File: config.mk
export PLATFORM = sky130hd
export DESIGN_NAME = integraBoard
export DESIGN_NICKNAME = d
export VERILOG_FILES = /design/src/source/boardPkg.sv /design/src/source/busDecode.sv /design/src/source/pagingRegs.sv /design/src/source/bankSelect.sv /design/src/source/ramMapper.sv /design/src/source/palpromPager.sv /design/src/source/integraBoard.sv
export SDC_FILE = /design/constraint.sdc
export NUM_CORES = 1
export LEC_CHECK = 0
export BUFFER_PORTS_ARGS = -buffer_cell sky130_fd_sc_hd__buf_2
export CORE_ASPECT_RATIO = 1.1
export CORE_MARGIN = 5
export CORE_UTILIZATION = 45
export CTS_BUF_LIST = sky130_fd_sc_hd__clkbuf_2 sky130_fd_sc_hd__clkbuf_4 sky130_fd_sc_hd__clkbuf_8
export DETAILED_ROUTE_END_ITERATION = 8
export MAX_ROUTING_LAYER = met4
export PLACE_DENSITY = 0.8
export SLEW_MARGIN = 30
export SYNTH_ARGS = -nofsm -noshare
export SYNTH_HDL_FRONTEND = slang
export SYNTH_SLANG_ARGS = --single-unit
File: constraint.sdc
create_clock -name cc4Clk -period 4.05 [get_ports cc4Clk]
set_input_delay 0.2025 -clock cc4Clk [delete_from_list [all_inputs] [get_ports cc4Clk]]
set_output_delay 0.2025 -clock cc4Clk [all_outputs]
set_load 0.01 [all_outputs]
File: src/source/boardPkg.sv
package boardPkg;

	// Board register slots inside the FE3x page
	typedef enum logic [2:0] {
		regNone,
		regPaging,
		regPrivate,
		regRtcAddr,
		regJumperRead,
		regWpLow,
		regWpHigh,
		regRtcData
	} regSelT;

	// Sideways bank number as written to FE30
	typedef logic [3:0] romBankT;

	// Physical 16K bank inside the 512K RAM chip
	typedef logic [4:0] ramBankT;

	// One write-enable bit per sideways bank, a set bit allows writes
	typedef logic [15:0] wpMaskT;

	// One-hot page of the 128K paged ROM, bit 0 is the base page
	typedef logic [7:0] palPageT;

	// Upper twelve address bits of the board register page
	localparam logic [11:0] regPageBase = 12'hFE3;

	// Top two address bits of the 8000..BFFF sideways window
	localparam logic [1:0] swrTopBits = 2'b10;

	// Screen memory spans 3000..3FFF plus 4000..7FFF
	localparam logic [3:0] screenLowNibble = 4'h3;
	localparam logic [1:0] screenTopBits = 2'b01;

	// Private RAM sits in 8000..AFFF, decoded by top nibble
	localparam logic [3:0] prvNibble8 = 4'h8;
	localparam logic [3:0] prvNibble9 = 4'h9;
	localparam logic [3:0] prvNibbleA = 4'hA;

	// Shadow and private RAM share one 32K block
	localparam ramBankT shadowLowBank = 5'd16;
	localparam ramBankT shadowHighBank = 5'd17;

	// Socket banks start here, below that is motherboard or board RAM
	localparam int socketBankBase = 8;

	// The 128K paged ROM lives in bank 11, pages 1..7 map to banks 25..31
	localparam romBankT palBaseBank = 4'd11;
	localparam ramBankT palExtraBase = 5'd24;

	// Reads in this page switch the paged ROM
	localparam logic [7:0] palZoneBase = 8'hBF;

endpackage

File: src/source/busDecode.sv
module busDecode (
	input  logic [15:0]      bbcAddress,
	output boardPkg::regSelT regSel,
	output logic             swrWindow,
	output logic             screenWindow,
	output logic             prv1k,
	output logic             prv4k,
	output logic             prv8k9,
	output logic             prv8kA
);

	// Address bits 0 and 1 only matter for the single-byte registers FE38..FE3B
	always_comb begin
		regSel = boardPkg::regNone;
		if (bbcAddress[15:4] == boardPkg::regPageBase) begin
			case (bbcAddress[3:2])
				2'b00: regSel = boardPkg::regPaging;
				2'b01: regSel = boardPkg::regPrivate;
				2'b10: begin
					case (bbcAddress[1:0])
						2'b00: regSel = boardPkg::regRtcAddr;
						2'b01: regSel = boardPkg::regJumperRead;
						2'b10: regSel = boardPkg::regWpLow;
						default: regSel = boardPkg::regWpHigh;
					endcase
				end
				default: regSel = boardPkg::regRtcData;
			endcase
		end
	end

	// Sideways ROM/RAM window 8000..BFFF
	assign swrWindow = (bbcAddress[15:14] == boardPkg::swrTopBits);

	// Screen memory 3000..7FFF, the part that can be shadowed
	assign screenWindow = (bbcAddress[15:12] == boardPkg::screenLowNibble)
		|| (bbcAddress[15:14] == boardPkg::screenTopBits);

	// 1K private area 8000..83FF
	assign prv1k = (bbcAddress[15:12] == boardPkg::prvNibble8) && (bbcAddress[11:10] == 2'b00);
	// 4K private area 8000..8FFF
	assign prv4k = (bbcAddress[15:12] == boardPkg::prvNibble8);
	// The 8K private area is split in 9000..9FFF and A000..AFFF
	assign prv8k9 = (bbcAddress[15:12] == boardPkg::prvNibble9);
	assign prv8kA = (bbcAddress[15:12] == boardPkg::prvNibbleA);

endmodule

File: src/source/pagingRegs.sv
module pagingRegs (
	input  logic              cc4Clk,
	input  logic              bbc_nRST,
	input  logic              cpuPhi1,
	input  logic              cpuRnw,
	input  boardPkg::regSelT  regSel,
	input  logic [7:0]        dataIn,
	input  boardPkg::wpMaskT  ramWriteProt,
	input  logic [7:0]        integraRomSel,
	input  logic [3:0]        beebRomSel,
	output boardPkg::romBankT romBank,
	output logic              privEn,
	output logic              memSel,
	output logic              privS1,
	output logic              privS4,
	output logic              privS8,
	output logic              shadowEn,
	output boardPkg::wpMaskT  wpMask,
	output logic [7:0]        dataOut,
	output logic              dataOe
);

	logic phase2;
	logic regWrite;
	logic regRead;

	// Phase 2 is simply the low half of the CPU phi1 clock
	assign phase2 = !cpuPhi1;
	assign regWrite = phase2 && !cpuRnw;
	assign regRead = phase2 && cpuRnw;

	// Writes are taken on every clock edge of the write phase
	// The CPU holds its data stable, so repeated edges store the same byte
	always_ff @(posedge cc4Clk) begin
		if (!bbc_nRST) begin
			romBank <= '0;
			privEn <= 1'b0;
			memSel <= 1'b0;
			privS1 <= 1'b0;
			privS4 <= 1'b0;
			privS8 <= 1'b0;
			shadowEn <= 1'b0;
			// Jumpers fitted mean protected, so the power-up mask is inverted
			wpMask <= ~ramWriteProt;
		end else if (regWrite) begin
			case (regSel)
				boardPkg::regPaging: begin
					romBank <= dataIn[3:0];
					privEn <= dataIn[6];
					memSel <= dataIn[7];
				end
				boardPkg::regPrivate: begin
					privS8 <= dataIn[4];
					privS4 <= dataIn[5];
					privS1 <= dataIn[6];
					shadowEn <= dataIn[7];
				end
				boardPkg::regWpLow: wpMask[7:0] <= dataIn;
				boardPkg::regWpHigh: wpMask[15:8] <= dataIn;
				default: ;
			endcase
		end
	end

	// Readback for FE38..FE3B, jumper inputs read back inverted
	always_comb begin
		dataOut = 8'h00;
		dataOe = 1'b0;
		case (regSel)
			boardPkg::regRtcAddr: begin
				dataOut = {4'h0, ~beebRomSel};
				dataOe = regRead;
			end
			boardPkg::regJumperRead: begin
				dataOut = ~integraRomSel;
				dataOe = regRead;
			end
			boardPkg::regWpLow: begin
				dataOut = wpMask[7:0];
				dataOe = regRead;
			end
			boardPkg::regWpHigh: begin
				dataOut = wpMask[15:8];
				dataOe = regRead;
			end
			default: ;
		endcase
	end

endmodule

File: src/source/bankSelect.sv
module bankSelect (
	input  logic              cpuPhi1,
	input  logic              cpuRnw,
	input  boardPkg::regSelT  regSel,
	input  logic              addrBit14,
	input  logic              swrWindow,
	input  logic              screenWindow,
	input  logic              prv1k,
	input  logic              prv4k,
	input  logic              prv8k9,
	input  logic              prv8kA,
	input  boardPkg::romBankT romBank,
	input  logic              privEn,
	input  logic              memSel,
	input  logic              privS1,
	input  logic              privS4,
	input  logic              privS8,
	input  logic              shadowEn,
	input  boardPkg::wpMaskT  wpMask,
	input  logic [3:0]        beebRomSel,
	input  logic [7:0]        integraRomSel,
	output logic [15:0]       bankHit,
	output logic              shadowSel,
	output logic              ramBankAddrHigh,
	output logic              palRead,
	output logic              toBbcPhi1,
	output logic              toBbcRnw,
	output logic              toBbcRd0,
	output logic              toBbcRd1,
	output logic              nDBufCe,
	output logic              nDBufDir,
	output logic              nRds,
	output logic              nWds,
	output logic              nRomBankSel0to3,
	output logic [7:0]        nRomBankSel,
	output logic              rtcAs,
	output logic              rtcDs
);

	// Socket slot of the paged-ROM bank, counted from the first socket bank
	localparam int palSocket = int'(boardPkg::palBaseBank) - boardPkg::socketBankBase;

	logic phase2;
	logic privAct;
	logic shadowAct;
	logic mbRomBank;
	logic bankDecode;
	logic regAccess;

	assign phase2 = !cpuPhi1;

	// Private RAM needs the global enable and the size bit of its range
	assign privAct = privEn && ((prv1k && privS1) || (prv4k && privS4)
		|| ((prv8k9 || prv8kA) && privS8));
	assign shadowAct = screenWindow && shadowEn && !memSel;
	assign shadowSel = shadowAct || privAct;

	// Private RAM always sits in the lower 16K of the block
	assign ramBankAddrHigh = shadowAct && addrBit14;

	// The current bank is a motherboard ROM when it is 0..3 and jumpered to ROM
	assign mbRomBank = (romBank[3:2] == 2'b00) && beebRomSel[romBank[1:0]];

	// A motherboard ROM is selected for the whole cycle, board banks only in phase 2
	assign bankDecode = swrWindow && !privAct && (phase2 || mbRomBank);
	assign bankHit = bankDecode ? (16'd1 << romBank) : 16'd0;

	assign nRomBankSel0to3 = !(|(bankHit[3:0] & beebRomSel));
	assign nRomBankSel = ~(bankHit[15:8] & integraRomSel);

	// Only reads of the paged-ROM bank while it is mapped to RAM can switch pages
	assign palRead = phase2 && cpuRnw && bankHit[boardPkg::palBaseBank]
		&& !integraRomSel[palSocket];

	// Protection applies per sideways bank, shadow and private RAM are always writable
	assign nWds = !(phase2 && !cpuRnw && ((|(bankHit & wpMask)) || shadowSel));
	assign nRds = !(phase2 && cpuRnw);

	// Hide shadow accesses from the motherboard by holding it in a read of phase 1
	assign toBbcPhi1 = cpuPhi1 || shadowAct;
	assign toBbcRnw = cpuRnw || shadowAct;
	assign toBbcRd0 = romBank[0];
	assign toBbcRd1 = romBank[1];

	assign regAccess = (regSel != boardPkg::regNone);
	assign rtcAs = phase2 && !cpuRnw && (regSel == boardPkg::regRtcAddr);
	assign rtcDs = phase2 && (regSel == boardPkg::regRtcData);

	// The buffer stays off while a motherboard ROM drives the data bus
	assign nDBufCe = !(shadowSel || regAccess || (swrWindow && nRomBankSel0to3));
	assign nDBufDir = cpuRnw;

endmodule

File: src/source/ramMapper.sv
module ramMapper (
	input  logic              [15:0] bankHit,
	input  logic              shadowSel,
	input  logic              ramBankAddrHigh,
	input  logic [3:0]        beebRomSel,
	input  logic [7:0]        integraRomSel,
	input  boardPkg::palPageT palPage,
	output logic              nRamCe,
	output logic [4:0]        ramAddress
);

	logic [15:0] ramMapped;
	logic [15:0] ramHit;
	boardPkg::ramBankT swBank;
	boardPkg::ramBankT palBank;

	// Banks 4..7 are always RAM, the rest follow their ROM jumpers
	assign ramMapped = {~integraRomSel, 4'hF, ~beebRomSel};
	assign ramHit = bankHit & ramMapped;

	// Encode the one-hot sideways hit into a bank number
	always_comb begin
		swBank = '0;
		for (int i = 0; i < 16; i++) begin
			if (ramHit[i]) begin
				swBank = boardPkg::ramBankT'(i);
			end
		end
	end

	// Page 0 keeps bank 11, page k moves to the extra bank 24+k
	always_comb begin
		palBank = boardPkg::ramBankT'(boardPkg::palBaseBank);
		for (int k = 1; k < 8; k++) begin
			if (palPage[k]) begin
				palBank = boardPkg::palExtraBase + boardPkg::ramBankT'(k);
			end
		end
	end

	// Shadow and private RAM win, then the sideways bank if it is RAM
	always_comb begin
		if (shadowSel) begin
			ramAddress = ramBankAddrHigh ? boardPkg::shadowHighBank : boardPkg::shadowLowBank;
		end else if (ramHit[boardPkg::palBaseBank]) begin
			ramAddress = palBank;
		end else begin
			ramAddress = swBank;
		end
	end

	// The RAM chip is enabled for any chosen bank
	assign nRamCe = !(shadowSel || (|ramHit));

endmodule

File: src/source/palpromPager.sv
module palpromPager (
	input  logic              cc4Clk,
	input  logic              bbc_nRST,
	input  logic [15:0]       bbcAddress,
	input  logic              palRead,
	output boardPkg::palPageT palPage
);

	logic zonePage;
	logic [2:0] zone;

	// The switching zones are the eight 32-byte blocks of BF00..BFFF
	assign zonePage = (bbcAddress[15:8] == boardPkg::palZoneBase);
	assign zone = bbcAddress[7:5];

	always_ff @(posedge cc4Clk) begin
		if (!bbc_nRST) begin
			palPage <= 8'b0000_0001;
		end else if (palRead && zonePage) begin
			// BFE0..BFFF returns to the base page from anywhere
			if (zone == 3'b111) begin
				palPage <= 8'b0000_0001;
			end else if (palPage[0]) begin
				// BFC0 gives page 1 down to BF00 giving page 7
				palPage <= 8'd1 << (3'd7 - zone);
			end
		end
	end

endmodule

File: src/source/integraBoard.sv
module integraBoard (
	input  logic             cc4Clk,
	input  logic             bbc_nRST,
	input  logic             cpuPhi1,
	input  logic             cpuRnw,
	input  logic [15:0]      bbcAddress,
	input  logic [7:0]       dataIn,
	input  boardPkg::wpMaskT ramWriteProt,
	input  logic [7:0]       integraRomSel,
	input  logic [3:0]       beebRomSel,
	output logic [7:0]       dataOut,
	output logic             dataOe,
	output logic             toBbcPhi1,
	output logic             toBbcRnw,
	output logic             toBbcRd0,
	output logic             toBbcRd1,
	output logic             nDBufCe,
	output logic             nDBufDir,
	output logic             nRds,
	output logic             nWds,
	output logic             nRomBankSel0to3,
	output logic [7:0]       nRomBankSel,
	output logic             rtcAs,
	output logic             rtcDs,
	output logic             nRamCe,
	output logic [4:0]       ramAddress
);

	boardPkg::regSelT regSel;
	logic swrWindow;
	logic screenWindow;
	logic prv1k;
	logic prv4k;
	logic prv8k9;
	logic prv8kA;
	boardPkg::romBankT romBank;
	logic privEn;
	logic memSel;
	logic privS1;
	logic privS4;
	logic privS8;
	logic shadowEn;
	boardPkg::wpMaskT wpMask;
	logic [15:0] bankHit;
	logic shadowSel;
	logic ramBankAddrHigh;
	logic palRead;
	boardPkg::palPageT palPage;

	// Address decode feeds both the registers and the bank logic
	busDecode busDecode_i (
		.bbcAddress(bbcAddress), .regSel(regSel), .swrWindow(swrWindow),
		.screenWindow(screenWindow), .prv1k(prv1k), .prv4k(prv4k),
		.prv8k9(prv8k9), .prv8kA(prv8kA)
	);

	pagingRegs pagingRegs_i (
		.cc4Clk(cc4Clk), .bbc_nRST(bbc_nRST), .cpuPhi1(cpuPhi1), .cpuRnw(cpuRnw),
		.regSel(regSel), .dataIn(dataIn), .ramWriteProt(ramWriteProt),
		.integraRomSel(integraRomSel), .beebRomSel(beebRomSel), .romBank(romBank),
		.privEn(privEn), .memSel(memSel), .privS1(privS1), .privS4(privS4),
		.privS8(privS8), .shadowEn(shadowEn), .wpMask(wpMask), .dataOut(dataOut),
		.dataOe(dataOe)
	);

	// Bit 14 picks the upper or lower half of the shadow block
	bankSelect bankSelect_i (
		.cpuPhi1(cpuPhi1), .cpuRnw(cpuRnw), .regSel(regSel), .addrBit14(bbcAddress[14]),
		.swrWindow(swrWindow), .screenWindow(screenWindow), .prv1k(prv1k), .prv4k(prv4k),
		.prv8k9(prv8k9), .prv8kA(prv8kA), .romBank(romBank), .privEn(privEn),
		.memSel(memSel), .privS1(privS1), .privS4(privS4), .privS8(privS8),
		.shadowEn(shadowEn), .wpMask(wpMask), .beebRomSel(beebRomSel),
		.integraRomSel(integraRomSel), .bankHit(bankHit), .shadowSel(shadowSel),
		.ramBankAddrHigh(ramBankAddrHigh), .palRead(palRead), .toBbcPhi1(toBbcPhi1),
		.toBbcRnw(toBbcRnw), .toBbcRd0(toBbcRd0), .toBbcRd1(toBbcRd1),
		.nDBufCe(nDBufCe), .nDBufDir(nDBufDir), .nRds(nRds), .nWds(nWds),
		.nRomBankSel0to3(nRomBankSel0to3), .nRomBankSel(nRomBankSel),
		.rtcAs(rtcAs), .rtcDs(rtcDs)
	);

	ramMapper ramMapper_i (
		.bankHit(bankHit), .shadowSel(shadowSel), .ramBankAddrHigh(ramBankAddrHigh),
		.beebRomSel(beebRomSel), .integraRomSel(integraRomSel), .palPage(palPage),
		.nRamCe(nRamCe), .ramAddress(ramAddress)
	);

	palpromPager palpromPager_i (
		.cc4Clk(cc4Clk), .bbc_nRST(bbc_nRST), .bbcAddress(bbcAddress),
		.palRead(palRead), .palPage(palPage)
	);

endmodule

## After elaboration in Yosys (flattened, before gate mapping)

Cells that the tools add are included.

| operators by class | value |
|---|---|
| mux-type cells | 38 |
| order comparisons | 1 |
| bitwise operators | 8 |
| reductions and logical operators | 57 |
| eq/ne operators | 23 |
| add/sub/neg operators | 1 |
| shift-type cells | 2 |

Operator list:

| operator | number |
|---|---|
| $mux 16 | 3 |
| $mux 5 | 9 |
| $and 16x16->16 | 2 |
| $mux 8 | 4 |
| $pmux 8 s4 | 1 |
| $reduce_or 16->1 | 2 |
| $mux 4 | 7 |
| $logic_and 1x1->1 | 20 |
| $pmux 3 s3 | 2 |
| $not 16->16 | 1 |
| $not 8->8 | 2 |
| $shl 1x4->16 const A | 1 |
| $eq 3x3->1 const B | 5 |
| $mux 3 | 5 |
| $eq 12x12->1 const B | 1 |
| $eq 4x4->1 const B | 3 |
| $logic_or 1x1->1 | 12 |
| $logic_not 1->1 | 10 |
| $reduce_and 2->1 | 5 |
| $and 8x8->8 | 1 |
| $eq 8x8->1 const B | 1 |
| $logic_not 2->1 | 4 |
| $reduce_or 4->1 | 2 |
| $shl 1x3->8 const A | 1 |
| 15 further kinds | 26 |

| word-level totals | value |
|---|---|
| logic and storage cells | 141 |
| register bits | 34 |
| output and inout port bits | 34 |

## Depth between registers and ports, before layout

Gate-level depths: netlist (run 1).

| logic depth | value |
|---|---|
| word-level depth | 27 |
| mapped depth | 7 |

## Modules after synthesis

A second synthesis (run 1) with hierarchy kept.

| second synthesis, totals | value |
|---|---|
| cell total of the unflattened synthesis | 347 |
| area total of the unflattened synthesis | 2850.2 sq um |

By module, submodules not included:

| module | area each (sq um) | seq. area each (sq um) | cells an instance | instances |
|---|---|---|---|---|
| pagingRegs | 1365.1 | 680.7 | 142 | 1 |
| bankSelect | 500.5 | 0.0 | 81 | 1 |
| palpromPager | 429.2 | 160.2 | 44 | 1 |
| ramMapper | 397.9 | 0.0 | 55 | 1 |
| busDecode | 157.7 | 0.0 | 25 | 1 |

## Worst setup path before layout (run 1)

Ideal clock, no wire load.

| path | value |
|---|---|
| path type | input-to-reg |
| start point | input port bbcAddress[7] |
| end point | register pagingRegs_i.wpMask[0], enable pin |
| arrival | 1.833 ns |
| slack | 1.830 ns |
| stages | 5 |
| library setup time | 0.387 ns |
| path through | nor4bb_1 nand4_1 nor2_1 nand2_1 o31ai_1 |

| on the way | value |
|---|---|
| word-level cells in the longest chain between the ends | 5 |

Ends and longest elaborated chain:

| element | RTL line | source |
|---|---|---|
| start: declaration | integraBoard.sv:6 | `input logic [15:0] bbcAddress,` |
| $eq 12x12->1 | busDecode.sv:15 | `if (bbcAddress[15:4] == boardPkg::regPageBase) begin` |
| $mux 3 | busDecode.sv:15 |  |
| $eq 3x3->1 | pagingRegs.sv:46 | `case (regSel)` |
| $ne 2x1->1 (no source line) | -- |  |
| $reduce_and 2->1 (no source line) | -- |  |
| end signal: assignment | pagingRegs.sv:44 | `wpMask <= ~ramWriteProt;` |
| end signal: assignment | pagingRegs.sv:58 | `boardPkg::regWpLow: wpMask[7:0] <= dataIn;` |
| end: declaration | pagingRegs.sv:18 | `output boardPkg::wpMaskT wpMask,` |

Every way passes these cells.
A chain may end at the register's enable or synchronous reset.

## Worst setup path in the final report (run 1)

| path | value |
|---|---|
| start point | register pagingRegs_i.romBank[0] |
| end point | output port nRamCe |

| on the way | value |
|---|---|
| word-level cells in the longest chain between the ends | 10 |

Ends and longest elaborated chain:

| element | RTL line | source |
|---|---|---|
| start: declaration | pagingRegs.sv:11 | `output boardPkg::romBankT romBank,` |
| start signal: assignment | pagingRegs.sv:48 | `romBank <= dataIn[3:0];` |
| $bmux 1 s2 | bankSelect.sv:62 | `assign mbRomBank = (romBank[3:2] == 2'b00) && beebRomSel[romBank[1:0]];` |
| $mux 1 (implied by the code) | bankSelect.sv:62 |  |
| $logic_and 1x1->1 | bankSelect.sv:62 |  |
| $logic_or 1x1->1 | bankSelect.sv:65 | `assign bankDecode = swrWindow && !privAct && (phase2 \|\| mbRomBank);` |
| $logic_and 1x1->1 | bankSelect.sv:65 |  |
| $mux 16 (*) | bankSelect.sv:66 | `assign bankHit = bankDecode ? (16'd1 << romBank) : 16'd0;` |
| $and 16x16->16 (*) | ramMapper.sv:19 | `assign ramHit = bankHit & ramMapped;` |
| $reduce_or 16->1 (*) | ramMapper.sv:53 | `assign nRamCe = !(shadowSel \|\| (\|ramHit));` |
| $logic_or 1x1->1 (*) | ramMapper.sv:53 |  |
| $logic_not 1->1 (*) | ramMapper.sv:53 |  |
| end: declaration | integraBoard.sv:25 | `output logic nRamCe,` |

Every way passes the cells marked *; elsewhere a longest branch is shown, timed or not. The select of a mux whose other input is x is not followed.

==> results of run 1 <==
registers in the layout, indices dropped and copies added, names as in the netlist:
register,cells
pagingRegs_i.privS1,1
pagingRegs_i.privS8,1
pagingRegs_i.wpMask,16
palpromPager_i.palPage,8
pagingRegs_i.privEn,1
pagingRegs_i.memSel,1
pagingRegs_i.shadowEn,1
pagingRegs_i.romBank,4
pagingRegs_i.privS4,1
cells in the mapped netlist (3+ instances only):
| library cell | count |
|---|---|
| nor2_1 | 36 |
| a21oi_1 | 30 |
| mux2i_1 | 19 |
| dfxtp_1 | 18 |
| nand2_1 | 18 |
| edfxtp_1 | 16 |
| inv_1 | 12 |
| o21ai_0 | 11 |
| clkbuf_1 | 10 |
| nand3_1 | 8 |
| or3_1 | 8 |
| nand2b_1 | 7 |
| nand4_1 | 6 |
| nor4_1 | 6 |
| a2bb2oi_1 | 5 |
| nor2b_1 | 5 |
| a32oi_1 | 4 |
| and4_1 | 4 |
| nor3_1 | 4 |
| o21ai_1 | 4 |
| o221ai_1 | 4 |
| or4_1 | 4 |
| a211oi_1 | 3 |
| and3_1 | 3 |
| buf_2 | 3 |
| nor3b_1 | 3 |
| o22ai_1 | 3 |
| o31ai_1 | 3 |
| o32a_1 | 3 |
where the power goes:
part	leakage, nW	switching (mW)	internal, mW
Clock	0.0460	0.113	0.125
Combinational	0.908	0.0656	0.0463
Sequential	0.302	0.0103	0.378
Total	1.26	0.189	0.549
metrics by stage:
step	hold slack [ns]	worst slack, ns	std cells	power (mW)	instance area (µm²)
global route	0.140	0.840	452	0.767	3020
CTS	0.129	1.02	452	0.740	3020
finish	0.141	1.01	452	0.738	3020
floorplan	0.264	1.83	296	0.447	2470
detailed placement	0.424	1.23	444	0.505	2930
global placement	0.420	1.36	444	0.501	2930
cell type report:
cell class / instances / area share
multi-input combinational: 234 / 0.501
sequential: 34 / 0.278
tap: 75 / 0.0310
clock inverter: 2 / 0.00290
timing repair buffer: 89 / 0.147
clock buffer: 6 / 0.0252
inverter: 12 / 0.0149
worst min-delay path by stage:
| stage | from | to | slack, ns | cells past startpoint |
|---|---|---|---|---|
| 6_report | bbc_nRST | palpromPager_i.palPage[0]$_SDFFE_PN1P_ | 0.14 | 2 |
| 2_1_floorplan | bbc_nRST | palpromPager_i.palPage[0]$_SDFFE_PN1P_ | 0.26 | 1 |
| 5_1_grt | bbc_nRST | palpromPager_i.palPage[0]$_SDFFE_PN1P_ | 0.14 | 2 |
| 3_5_place_dp | bbc_nRST | palpromPager_i.palPage[0]$_SDFFE_PN1P_ | 0.42 | 2 |
| 3_3_place_gp | bbc_nRST | palpromPager_i.palPage[0]$_SDFFE_PN1P_ | 0.42 | 2 |
| 4_1_cts | bbc_nRST | palpromPager_i.palPage[0]$_SDFFE_PN1P_ | 0.13 | 2 |
worst max-delay path: cells and delay by family (launching register included):
kind,cells,cell delay [ns]
AOI/OAI and AO/OA,2,0.66
and+or+nand+nor,2,0.91
DFF,1,0.86
buffers and inverters,1,0.14
routing by layer:
| metal | GRT usage | routed length (µm) | vias to the layer above |
|---|---|---|---|
| met5 | - | 0 | - |
| li1 | - | - | 1294 |
| met2 | 0.363 | 3560 | 139 |
| met4 | 0.0707 | 169 | 0 |
| met3 | 0.0350 | 634 | 19 |
| met1 | 0.274 | 3040 | 1224 |
cells by family after synthesis:
group,count (synthesis),share of synthesized area
simple gates,126,0.279
compound gates,83,0.222
flops,34,0.340
buf+inv,28,0.0486
mux,22,0.0968
fa+ha+maj,2,0.0101
xor+xnor,1,0.00355
==> flow_metrics.py, run 1 <==
metrics = {
    "yosys": {
        "synthTopCellsByArea": "edfxtp_1 (19%), dfxtp_1 (15%), mux2i_1 (7.7%), a21oi_1 (6.1%), nor2_1 (5.5%)",
        "synth_fp_nets": 354,
        "postSynthAreaPerCell_um2": 8.34,
        "synth_top_flop_cell": "dfxtp_1",
        "synth.cell_area_um2": 2470,
        "synth-seq-cells": 34,
        "yosys.area.top_type": "edfxtp_1",
        "synth_enable_flop_cells": 16,
        "async_flop_share": 0,
        "yosys_warnings": 0,
        "synth_seq_area_share": 0.340,
        "postSynthCellCount": 296,
        "ys_types": 59,
        "synth_top_area_share": 0.195,
    },
    "cts": {
        "post_cts.repair.setup_buffers": 0,
        "cts_resized": 0,
        "cts_tree": "done",
        "path_clk_slew_ns": 0.07,
        "numCtsBuffers": 5,
        "clk_latency_ns": 0.28,
        "cts_root_buf": "clkbuf_8",
        "cts_buffer_depth": 2,
        "hold_buffers": 0,
        "clock-sinks": 34,
        "h-tree-depth": 2,
    },
    "final_layout": {
        "layout_commonest_cell": "buf_2",
        "final_nets": 434,
        "antenna_cells": 0,
        "utilization": 0.564,
        "nFillCells": 518,
        "ff_latch_area_um2": 841,
        "drive_gt1_frac": 0.281,
        "multiInputGateArea_um2": 1510,
        "final_cell_mix": "buf_2 (89), nor2_1 (36), a21oi_1 (30), mux2i_1 (19)",
        "area_growth_pct": 22.4,
    },
    "critical_path": {
        "slowest_stage": "dfxtp_1",
        "crit_type": "reg -> out",
        "required_ns": 3.85,
        "r2r_setup_slack_ns": 1.36,
        "r2r_end": "palpromPager_i.palPage[3]$_SDFFE_PN0P_",
        "critPathLaunch": "pagingRegs_i.romBank[0]$_SDFFE_PN0P_",
        "path_cells": "or3b_1 -> o221a_1 -> or3_1 -> o311a_1 -> buf_2",
        "rr_worst_depth": 5,
        "end_kind": "primary output",
        "rr_startpoint": "pagingRegs_i.romBank[1]$_SDFFE_PN0P_",
        "cp-endpoint": "nRamCe",
        "start_kind": "flop",
        "max_stage_delay_ns": 0.86,
        "path_max_fanout": 25,
        "cp.arrival_ns": 2.84,
    },
    "route": {
        "drc": 0,
        "drtIter0Drc": 181,
        "ant_nets": 0,
        "routedWlPerCell_um": 16.4,
        "wirelength_mm": 7.40,
        "vias": 2676,
        "vias_per_cell": 5.92,
        "dr.pass1.iters": 5,
    },
    "placement": {
        "gp_congestion": 0.885,
        "hpwl_mm": 5.96,
        "portBuffers": 89,
    },
    "sta": {
        "final_max_slew_viol_count": 0,
        "period_needed_ns": 3.04,
        "setup_viol": 0,
        "fin_skew_ns": 0.00419,
        "max_slew.worst_pin.slew_ns": 0.920,
        "relSlewSlack": 0.386,
        "fmax_mhz": 328,
        "rsz0062_at_grt": "false",
        "setup_tns_ns": 0,
        "fin_crit_sh": 0.752,
        "hold_viol_final": 0,
    },
    "global_routing": {
        "grt_max_degree": 42,
        "grt_pass1_vias": 2535,
        "grt_pass1_wl_mm": 11.8,
        "antenna_found_initial": 0,
        "grt.total_usage": 0.219,
        "overflow": 0,
    },
    "power_and_ir_drop": {
        "p_leak_nw": 1.26,
        "powerDensity_nw_per_um2": 244,
        "ir_drop_uv": 202,
    },
    "die": {
        "dieArea_um2": 7070,
        "fp.dieH_um": 87.7,
        "start_util": 0.461,
        "io_pins": 90,
        "core_area_um2": 5360,
        "row_count": 28,
        "die_width_um": 80.6,
    },
    "hold_path": {
        "hold_path.class": "in -> reg",
    },
    "run_status": {
        "status": "finished, final reports clean",
    },
    "flow_run": {
        "drv_cap": 0,
    },
}
No activity file was read; power rests on OpenSTA's default activity.
==> run 2, diff against run 1 <==
--- a/config.mk
+++ b/config.mk
@@ -12,7 +12,7 @@
 export CTS_BUF_LIST = sky130_fd_sc_hd__clkbuf_2 sky130_fd_sc_hd__clkbuf_4 sky130_fd_sc_hd__clkbuf_8
 export DETAILED_ROUTE_END_ITERATION = 8
 export MAX_ROUTING_LAYER = met4
-export PLACE_DENSITY = 0.8
+export PLACE_DENSITY = 0.83
 export SLEW_MARGIN = 30
 export SYNTH_ARGS = -nofsm -noshare
 export SYNTH_HDL_FRONTEND = slang
==> constraint.sdc (replaced) <==
create_clock -name cc4Clk -period 2.7 [get_ports cc4Clk]
set_input_delay 0.135 -clock cc4Clk [delete_from_list [all_inputs] [get_ports cc4Clk]]
set_output_delay 0.135 -clock cc4Clk [all_outputs]
set_load 0.01 [all_outputs]
==> run 2 against run 1 <==
Compared with the run above: via count up 2.1%; global-route usage up 1.4 points; die area unchanged; clock-buffer cell count down 1; cell area up 3.3%; total power up 79%; sequential share of layout area down 0.89 points; critical endpoint unchanged; first-iteration DRC count up 8.8%; non-clock buffer count up 7; final cell count up 1.5%.
==> flow_metrics.py, run 2 (synthesis results as in run 1) <==
metrics = {
    "run_status": {
        "status": "finished, final reports clean",
    },
    "critical_path": {
        "rr_startpoint": "pagingRegs_i.romBank[1]$_SDFFE_PN0P_",
        "cp-endpoint": "nRamCe",
        "end_kind": "primary output",
        "max_stage_delay_ns": 0.49,
        "path_cells": "or3b_1 -> o221a_1 -> or3_1 -> o311a_1 -> buf_2",
        "r2r_end": "palpromPager_i.palPage[4]$_SDFFE_PN0P_",
        "r2r_setup_slack_ns": 0.57,
        "rr_worst_depth": 6,
        "path_max_fanout": 9,
        "cp.arrival_ns": 2.46,
        "slowest_stage": "dfxtp_1",
        "critPathLaunch": "pagingRegs_i.romBank[0]$_SDFFE_PN0P_",
        "required_ns": 2.57,
        "crit_type": "reg -> out",
        "start_kind": "flop",
    },
    "cts": {
        "post_cts.repair.setup_buffers": 0,
        "clk_latency_ns": 0.29,
        "cts_tree": "done",
        "clock-sinks": 34,
        "cts_root_buf": "clkbuf_8",
        "h-tree-depth": 2,
        "numCtsBuffers": 5,
        "cts_buffer_depth": 2,
        "path_clk_slew_ns": 0.07,
        "hold_buffers": 0,
        "cts_resized": 0,
    },
    "route": {
        "vias_per_cell": 5.95,
        "vias": 2731,
        "routedWlPerCell_um": 17.2,
        "drc": 0,
        "wirelength_mm": 7.91,
        "drtIter0Drc": 197,
        "ant_nets": 0,
        "dr.pass1.iters": 5,
    },
    "global_routing": {
        "grt_pass1_wl_mm": 12.5,
        "grt_pass1_vias": 2613,
        "grt.total_usage": 0.234,
        "antenna_found_initial": 0,
        "grt_max_degree": 32,
        "overflow": 0,
    },
    "final_layout": {
        "largestRegisters": "pagingRegs_i.wpMask x16, palpromPager_i.palPage x8, pagingRegs_i.romBank x4",
        "final_cell_mix": "buf_2 (89), nor2_1 (36), a21oi_1 (30), mux2i_1 (19)",
        "area_growth_pct": 26.5,
        "final_nets": 441,
        "layout_commonest_cell": "buf_2",
        "nFillCells": 479,
        "antenna_cells": 0,
        "top_register": "pagingRegs_i.wpMask",
        "finalInstanceArea_um2": 3120,
        "largest_reg_flops": 16,
        "drive_gt1_frac": 0.292,
    },
    "die": {
        "core_area_um2": 5360,
        "dieArea_um2": 7070,
        "io_pins": 90,
        "die_width_um": 80.6,
        "row_count": 28,
        "fp.dieH_um": 87.7,
        "start_util": 0.461,
    },
    "sta": {
        "max_slew.worst_pin.slew_ns": 0.865,
        "rsz0062_at_grt": "false",
        "fin_skew_ns": 0.00787,
        "period_needed_ns": 2.59,
        "hold_viol_final": 0,
        "relSlewSlack": 0.422,
        "fmax_mhz": 386,
        "final_max_slew_viol_count": 0,
        "fin_crit_sh": 0.960,
        "setup_tns_ns": 0,
        "hold_slack_ns": 0.0663,
        "setup_viol": 0,
    },
    "placement": {
        "hpwl_mm": 6.31,
        "gp_congestion": 0.939,
        "post_dp_cell_area_um2": 2990,
        "portBuffers": 89,
    },
    "power_and_ir_drop": {
        "p_leak_nw": 1.31,
        "ir_drop_uv": 341,
        "powerDensity_nw_per_um2": 423,
    },
    "flow_run": {
        "drv_cap": 0,
    },
    "hold_path": {
        "hold_path.class": "in -> reg",
    },
}
## run 2: stage by stage
| stage | setup slack [ns] | power, mW | cells | utilization |
|---|---|---|---|---|
| after floorplan | 0.548 | 0.670 | 296 | - |
| final | 0.108 | 1.32 | 459 | 0.583 |
| after CTS | 0.121 | 1.32 | 459 | 0.583 |
| after detailed placement | 0.401 | 0.763 | 451 | 0.557 |
| after global placement | 0.486 | 0.756 | 451 | 0.557 |
| after global routing | 0.00182 | 1.37 | 459 | 0.583 |
## run 2: cell type report
class	count	area, µm²	area share
repair buffers	96	498	0.159
clock inverters	3	68.8	0.0220
clock buffers	5	68.8	0.0220
multi-input cells	234	1510	0.483
inverters	12	45.0	0.0144
flip-flops and latches	34	841	0.269
well taps	75	93.8	0.0300
## run 2: worst min-delay path by stage
| stage | startpoint | endpoint | slack, ns | depth (start not counted) |
|---|---|---|---|---|
| finish | bbc_nRST | palpromPager_i.palPage[0]$_SDFFE_PN1P_ | 0.07 | 2 |
| global route | bbc_nRST | palpromPager_i.palPage[0]$_SDFFE_PN1P_ | 0.06 | 2 |
| CTS | bbc_nRST | palpromPager_i.palPage[0]$_SDFFE_PN1P_ | 0.06 | 2 |
| detailed placement | bbc_nRST | palpromPager_i.palPage[0]$_SDFFE_PN1P_ | 0.36 | 2 |
| global placement | bbc_nRST | palpromPager_i.palPage[0]$_SDFFE_PN1P_ | 0.35 | 2 |
| floorplan | bbc_nRST | palpromPager_i.palPage[0]$_SDFFE_PN1P_ | 0.20 | 1 |
## run 2: critical path: cells and delay by family, from the launching register on
| family | cells | cell delay, ns |
|---|---|---|
| AO/OA/AOI/OAI | 2 | 0.66 |
| flip-flops | 1 | 0.49 |
| AND/OR/NAND/NOR | 2 | 0.88 |
| buffers and inverters | 1 | 0.14 |
## run 2: power by group
group / leakage [nW] / internal (mW) / switching, mW / total [mW]
registers: 0.302 / 0.567 / 0.0159 / 0.582
logic: 0.942 / 0.0721 / 0.0998 / 0.172
clock network: 0.0683 / 0.370 / 0.198 / 0.568
## run 2: metal layers
layer	vias to the layer above	track usage	share of wire	routed length (µm)
met4	0	0.0968	0.030	239
met2	154	0.397	0.49	3840
met1	1253	0.271	0.39	3100
met3	22	0.0422	0.093	736
met5	-	-	0	0
li1	1302	-	-	-
==> run 3, diff against run 2 <==
--- a/config.mk
+++ b/config.mk
@@ -5,6 +5,7 @@
 export SDC_FILE = /design/constraint.sdc
 export NUM_CORES = 1
 export LEC_CHECK = 0
+export ABC_AREA = 1
 export BUFFER_PORTS_ARGS = -buffer_cell sky130_fd_sc_hd__buf_2
 export CORE_ASPECT_RATIO = 1.1
 export CORE_MARGIN = 5
@@ -12,7 +13,7 @@
 export CTS_BUF_LIST = sky130_fd_sc_hd__clkbuf_2 sky130_fd_sc_hd__clkbuf_4 sky130_fd_sc_hd__clkbuf_8
 export DETAILED_ROUTE_END_ITERATION = 8
 export MAX_ROUTING_LAYER = met4
-export PLACE_DENSITY = 0.83
+export PLACE_DENSITY = 0.82
 export SLEW_MARGIN = 30
 export SYNTH_ARGS = -nofsm -noshare
 export SYNTH_HDL_FRONTEND = slang
==> run 3 against run 2 <==
Compared with the run above: sequential share of layout area is 0.52 points lower; global-route usage fell by 1.4 points; setup slack gained 0.23 ns; flip-flop and latch count is the same; register-to-register slack improved by 0.26 ns; via count rose by 11%; core utilization decreased by 2.4 points.
==> flow_metrics.py, run 3 <==
metrics = {
    "critical_path": {
        "max_stage_delay_ns": 0.38,
        "critPathLaunch": "pagingRegs_i.romBank[0]$_SDFFE_PN0P_",
        "start_kind": "flop",
        "crit_family": "simple AND/OR/NAND/NOR gates",
        "cp.arrival_ns": 2.23,
        "crit_cells": 17,
        "required_ns": 2.57,
        "cpMostUsedCell": "nand2_1",
        "r2r_end": "palpromPager_i.palPage[1]$_SDFFE_PN0P_",
        "r2r_setup_slack_ns": 0.83,
        "path_max_fanout": 7,
        "rr_startpoint": "pagingRegs_i.romBank[0]$_SDFFE_PN0P_",
        "slowest_stage": "dfxtp_1",
        "cp-endpoint": "nWds",
        "rr_worst_depth": 14,
        "path_cells": "inv_2 -> nand2_1 -> nand2_1 -> nand2_1 -> nand2_1 -> nand2_1 -> nand2_2 -> nand2_4 -> nor2_4 -> inv_2 -> nor2_1 -> nand2_1 -> nand2_1 -> nor2_1 -> nand3_1 -> nand2_1 -> buf_2",
        "end_kind": "primary output",
        "timing.critical_path.buf_inv": 3,
        "crit_type": "reg -> out",
    },
    "final_layout": {
        "layout_commonest_cell": "nand2_1",
        "largestRegisters": "pagingRegs_i.wpMask x16, palpromPager_i.palPage x8, pagingRegs_i.romBank x4",
        "layout.cells.non_filler": 587,
        "final_cell_mix": "nand2_1 (117), buf_2 (89), nor2_1 (64), inv_1 (57), nand3_1 (37)",
        "top_register": "pagingRegs_i.wpMask",
        "antenna_cells": 0,
        "area_growth_pct": 22.4,
        "largest_reg_flops": 16,
        "final_nets": 567,
        "drive_gt1_frac": 0.231,
        "nFillCells": 591,
        "utilization": 0.559,
        "finalInstanceArea_um2": 3190,
    },
    "global_routing": {
        "grt_pass1_wl_mm": 12.6,
        "grt_pass1_vias": 2756,
        "grt.total_usage": 0.220,
        "grt_max_degree": 45,
        "overflow": 0,
        "antenna_found_initial": 0,
    },
    "sta": {
        "fin_skew_ns": 0.00436,
        "setup_tns_ns": 0,
        "period_needed_ns": 2.36,
        "fin_crit_sh": 0.875,
        "max_slew.worst_pin.slew_ns": 0.618,
        "relSlewSlack": 0.588,
        "hold_viol_final": 0,
        "final_max_slew_viol_count": 0,
        "fmax_mhz": 424,
        "rsz0062_at_grt": "false",
        "setup_viol": 0,
    },
    "die": {
        "core_area_um2": 5700,
        "fp.dieH_um": 89.8,
        "die_width_um": 82.5,
        "io_pins": 90,
        "dieArea_um2": 7410,
        "start_util": 0.457,
        "row_count": 29,
    },
    "flow_run": {
        "drv_cap": 0,
    },
    "power_and_ir_drop": {
        "p_clk_frac": 0.334,
        "powerDensity_nw_per_um2": 346,
        "netSwitchingPower_mw": 0.291,
        "p_sw_frac": 0.265,
        "p_total_mw": 1.10,
        "p_seq_frac": 0.529,
        "combPwrFrac": 0.137,
        "ir_drop_uv": 240,
        "p_int_mw": 0.810,
        "p_leak_nw": 1.64,
    },
    "cts": {
        "clock-sinks": 34,
        "numCtsBuffers": 5,
        "cts_resized": 0,
        "cts_buffer_depth": 2,
        "h-tree-depth": 2,
        "cts_root_buf": "clkbuf_8",
        "hold_buffers": 0,
        "post_cts.repair.setup_buffers": 0,
        "path_clk_slew_ns": 0.07,
        "cts_tree": "done",
        "clk_latency_ns": 0.28,
    },
    "route": {
        "dr.pass1.iters": 5,
        "vias": 3037,
        "vias_per_cell": 5.17,
        "drtIter0Drc": 334,
        "wirelength_mm": 7.87,
        "drc": 0,
        "ant_nets": 0,
        "routedWlPerCell_um": 13.4,
    },
    "yosys": {
        "synthTopCellsByArea": "edfxtp_1 (18%), nand2_1 (17%), dfxtp_1 (14%), nor2_1 (9.2%), inv_1 (8.2%)",
        "synth_fp_nets": 479,
        "synth_enable_flop_cells": 16,
        "async_flop_share": 0,
        "synth_xor_xnor_area_share": 0,
        "synth-simple-area-share": 0.421,
        "yosys_warnings": 0,
        "ys_types": 35,
        "synth-seq-cells": 34,
        "synth_compound_area_frac": 0.135,
        "synth_seq_area_share": 0.323,
        "synthMuxAreaShare": 0,
        "yosysMostFrequentCell": "nand2_1",
        "synth_top_family_by_area": "simple AND/OR/NAND/NOR gates",
        "postSynthAreaPerCell_um2": 6.18,
        "synthAdderAreaFrac": 0.00962,
        "synth_top_area_share": 0.185,
        "synth.cell_area_um2": 2600,
        "yosys-top-cells-count": "nand2_1 (117), nor2_1 (64), inv_1 (57)",
        "synth_top_flop_cell": "dfxtp_1",
        "yosys.area.top_type": "edfxtp_1",
        "postSynthCellCount": 421,
    },
    "placement": {
        "post_dp_cell_area_um2": 3100,
        "gp_congestion": 1.04,
        "dpl.cell_count": 579,
        "hpwl_mm": 6.55,
        "portBuffers": 89,
    },
    "hold_path": {
        "hold_path.class": "in -> reg",
    },
    "run_status": {
        "status": "finished, final reports clean",
    },
}
[run 3: power by group through the flow]
stage | Clock, mW | Sequential, mW | Combinational, mW
after global placement | 0 | 0.592 | 0.147
after CTS | 0.374 | 0.581 | 0.151
after global routing | 0.400 | 0.583 | 0.170
final | 0.368 | 0.582 | 0.151
after detailed placement | 0 | 0.593 | 0.150
after floorplan | 0 | 0.586 | 0.0788
[run 3: cell families after synthesis]
kind of cell / count (synthesis)
simple gates: 253
buf+inv: 71
compound gates: 61
fa+ha+maj: 2
flops: 34
[run 3: how the worst min path moves through the flow]
stage                                from                          endpoint  slack (ns)  depth (start not counted)
final                           dataIn[6]  pagingRegs_i.privS1$_SDFFE_PN0P_        0.14                          3
after global routing      ramWriteProt[9]  pagingRegs_i.wpMask[9]$_DFFE_PP_        0.14                          2
after CTS                       dataIn[6]  pagingRegs_i.privS1$_SDFFE_PN0P_        0.13                          3
after detailed placement        dataIn[6]  pagingRegs_i.privS1$_SDFFE_PN0P_        0.43                          3
after global placement          dataIn[6]  pagingRegs_i.privEn$_SDFFE_PN0P_        0.42                          3
after floorplan                 dataIn[6]  pagingRegs_i.privS1$_SDFFE_PN0P_        0.30                          2
[run 3: routing by layer]
| metal | GRT usage | wire length, µm |
|---|---|---|
| met1 | 0.296 | 3400 |
| met2 | 0.344 | 3710 |
| met3 | 0.0280 | 636 |
| met4 | 0.0654 | 125 |
| met5 | - | 0 |
[run 3: worst register-to-register path, cell delays in order (launching register included)]
cell and delay, ns:
dfxtp_1 0.38, inv_2 0.12, nand2_1 0.06, nand2_1 0.06, nand2_1 0.04, nand2_1 0.07
nand2_1 0.07, nand2_2 0.10, nand2_4 0.10, inv_4 0.17, nand3_4 0.13, inv_4 0.10
o211ai_4 0.14, nor2_1 0.17, nor2_1 0.06
[run 3: final cells by class]
type	count	area [µm²]	share of cell area
flip-flops and latches	34	841	0.264
well taps	77	96.3	0.0302
clock buffers	6	76.3	0.0240
clock inverters	2	8.76	0.00275
repair buffers	90	453	0.142
inverters	62	238	0.0746
multi-input cells	316	1470	0.462
[run 3: stage by stage]
step	setup slack, ns	hold slack (ns)
4_1_cts	0.377	0.128
5_1_grt	0.119	0.141
3_3_place_gp	0.621	0.424
3_5_place_dp	0.543	0.426
6_report	0.339	0.139
2_1_floorplan	0.487	0.298
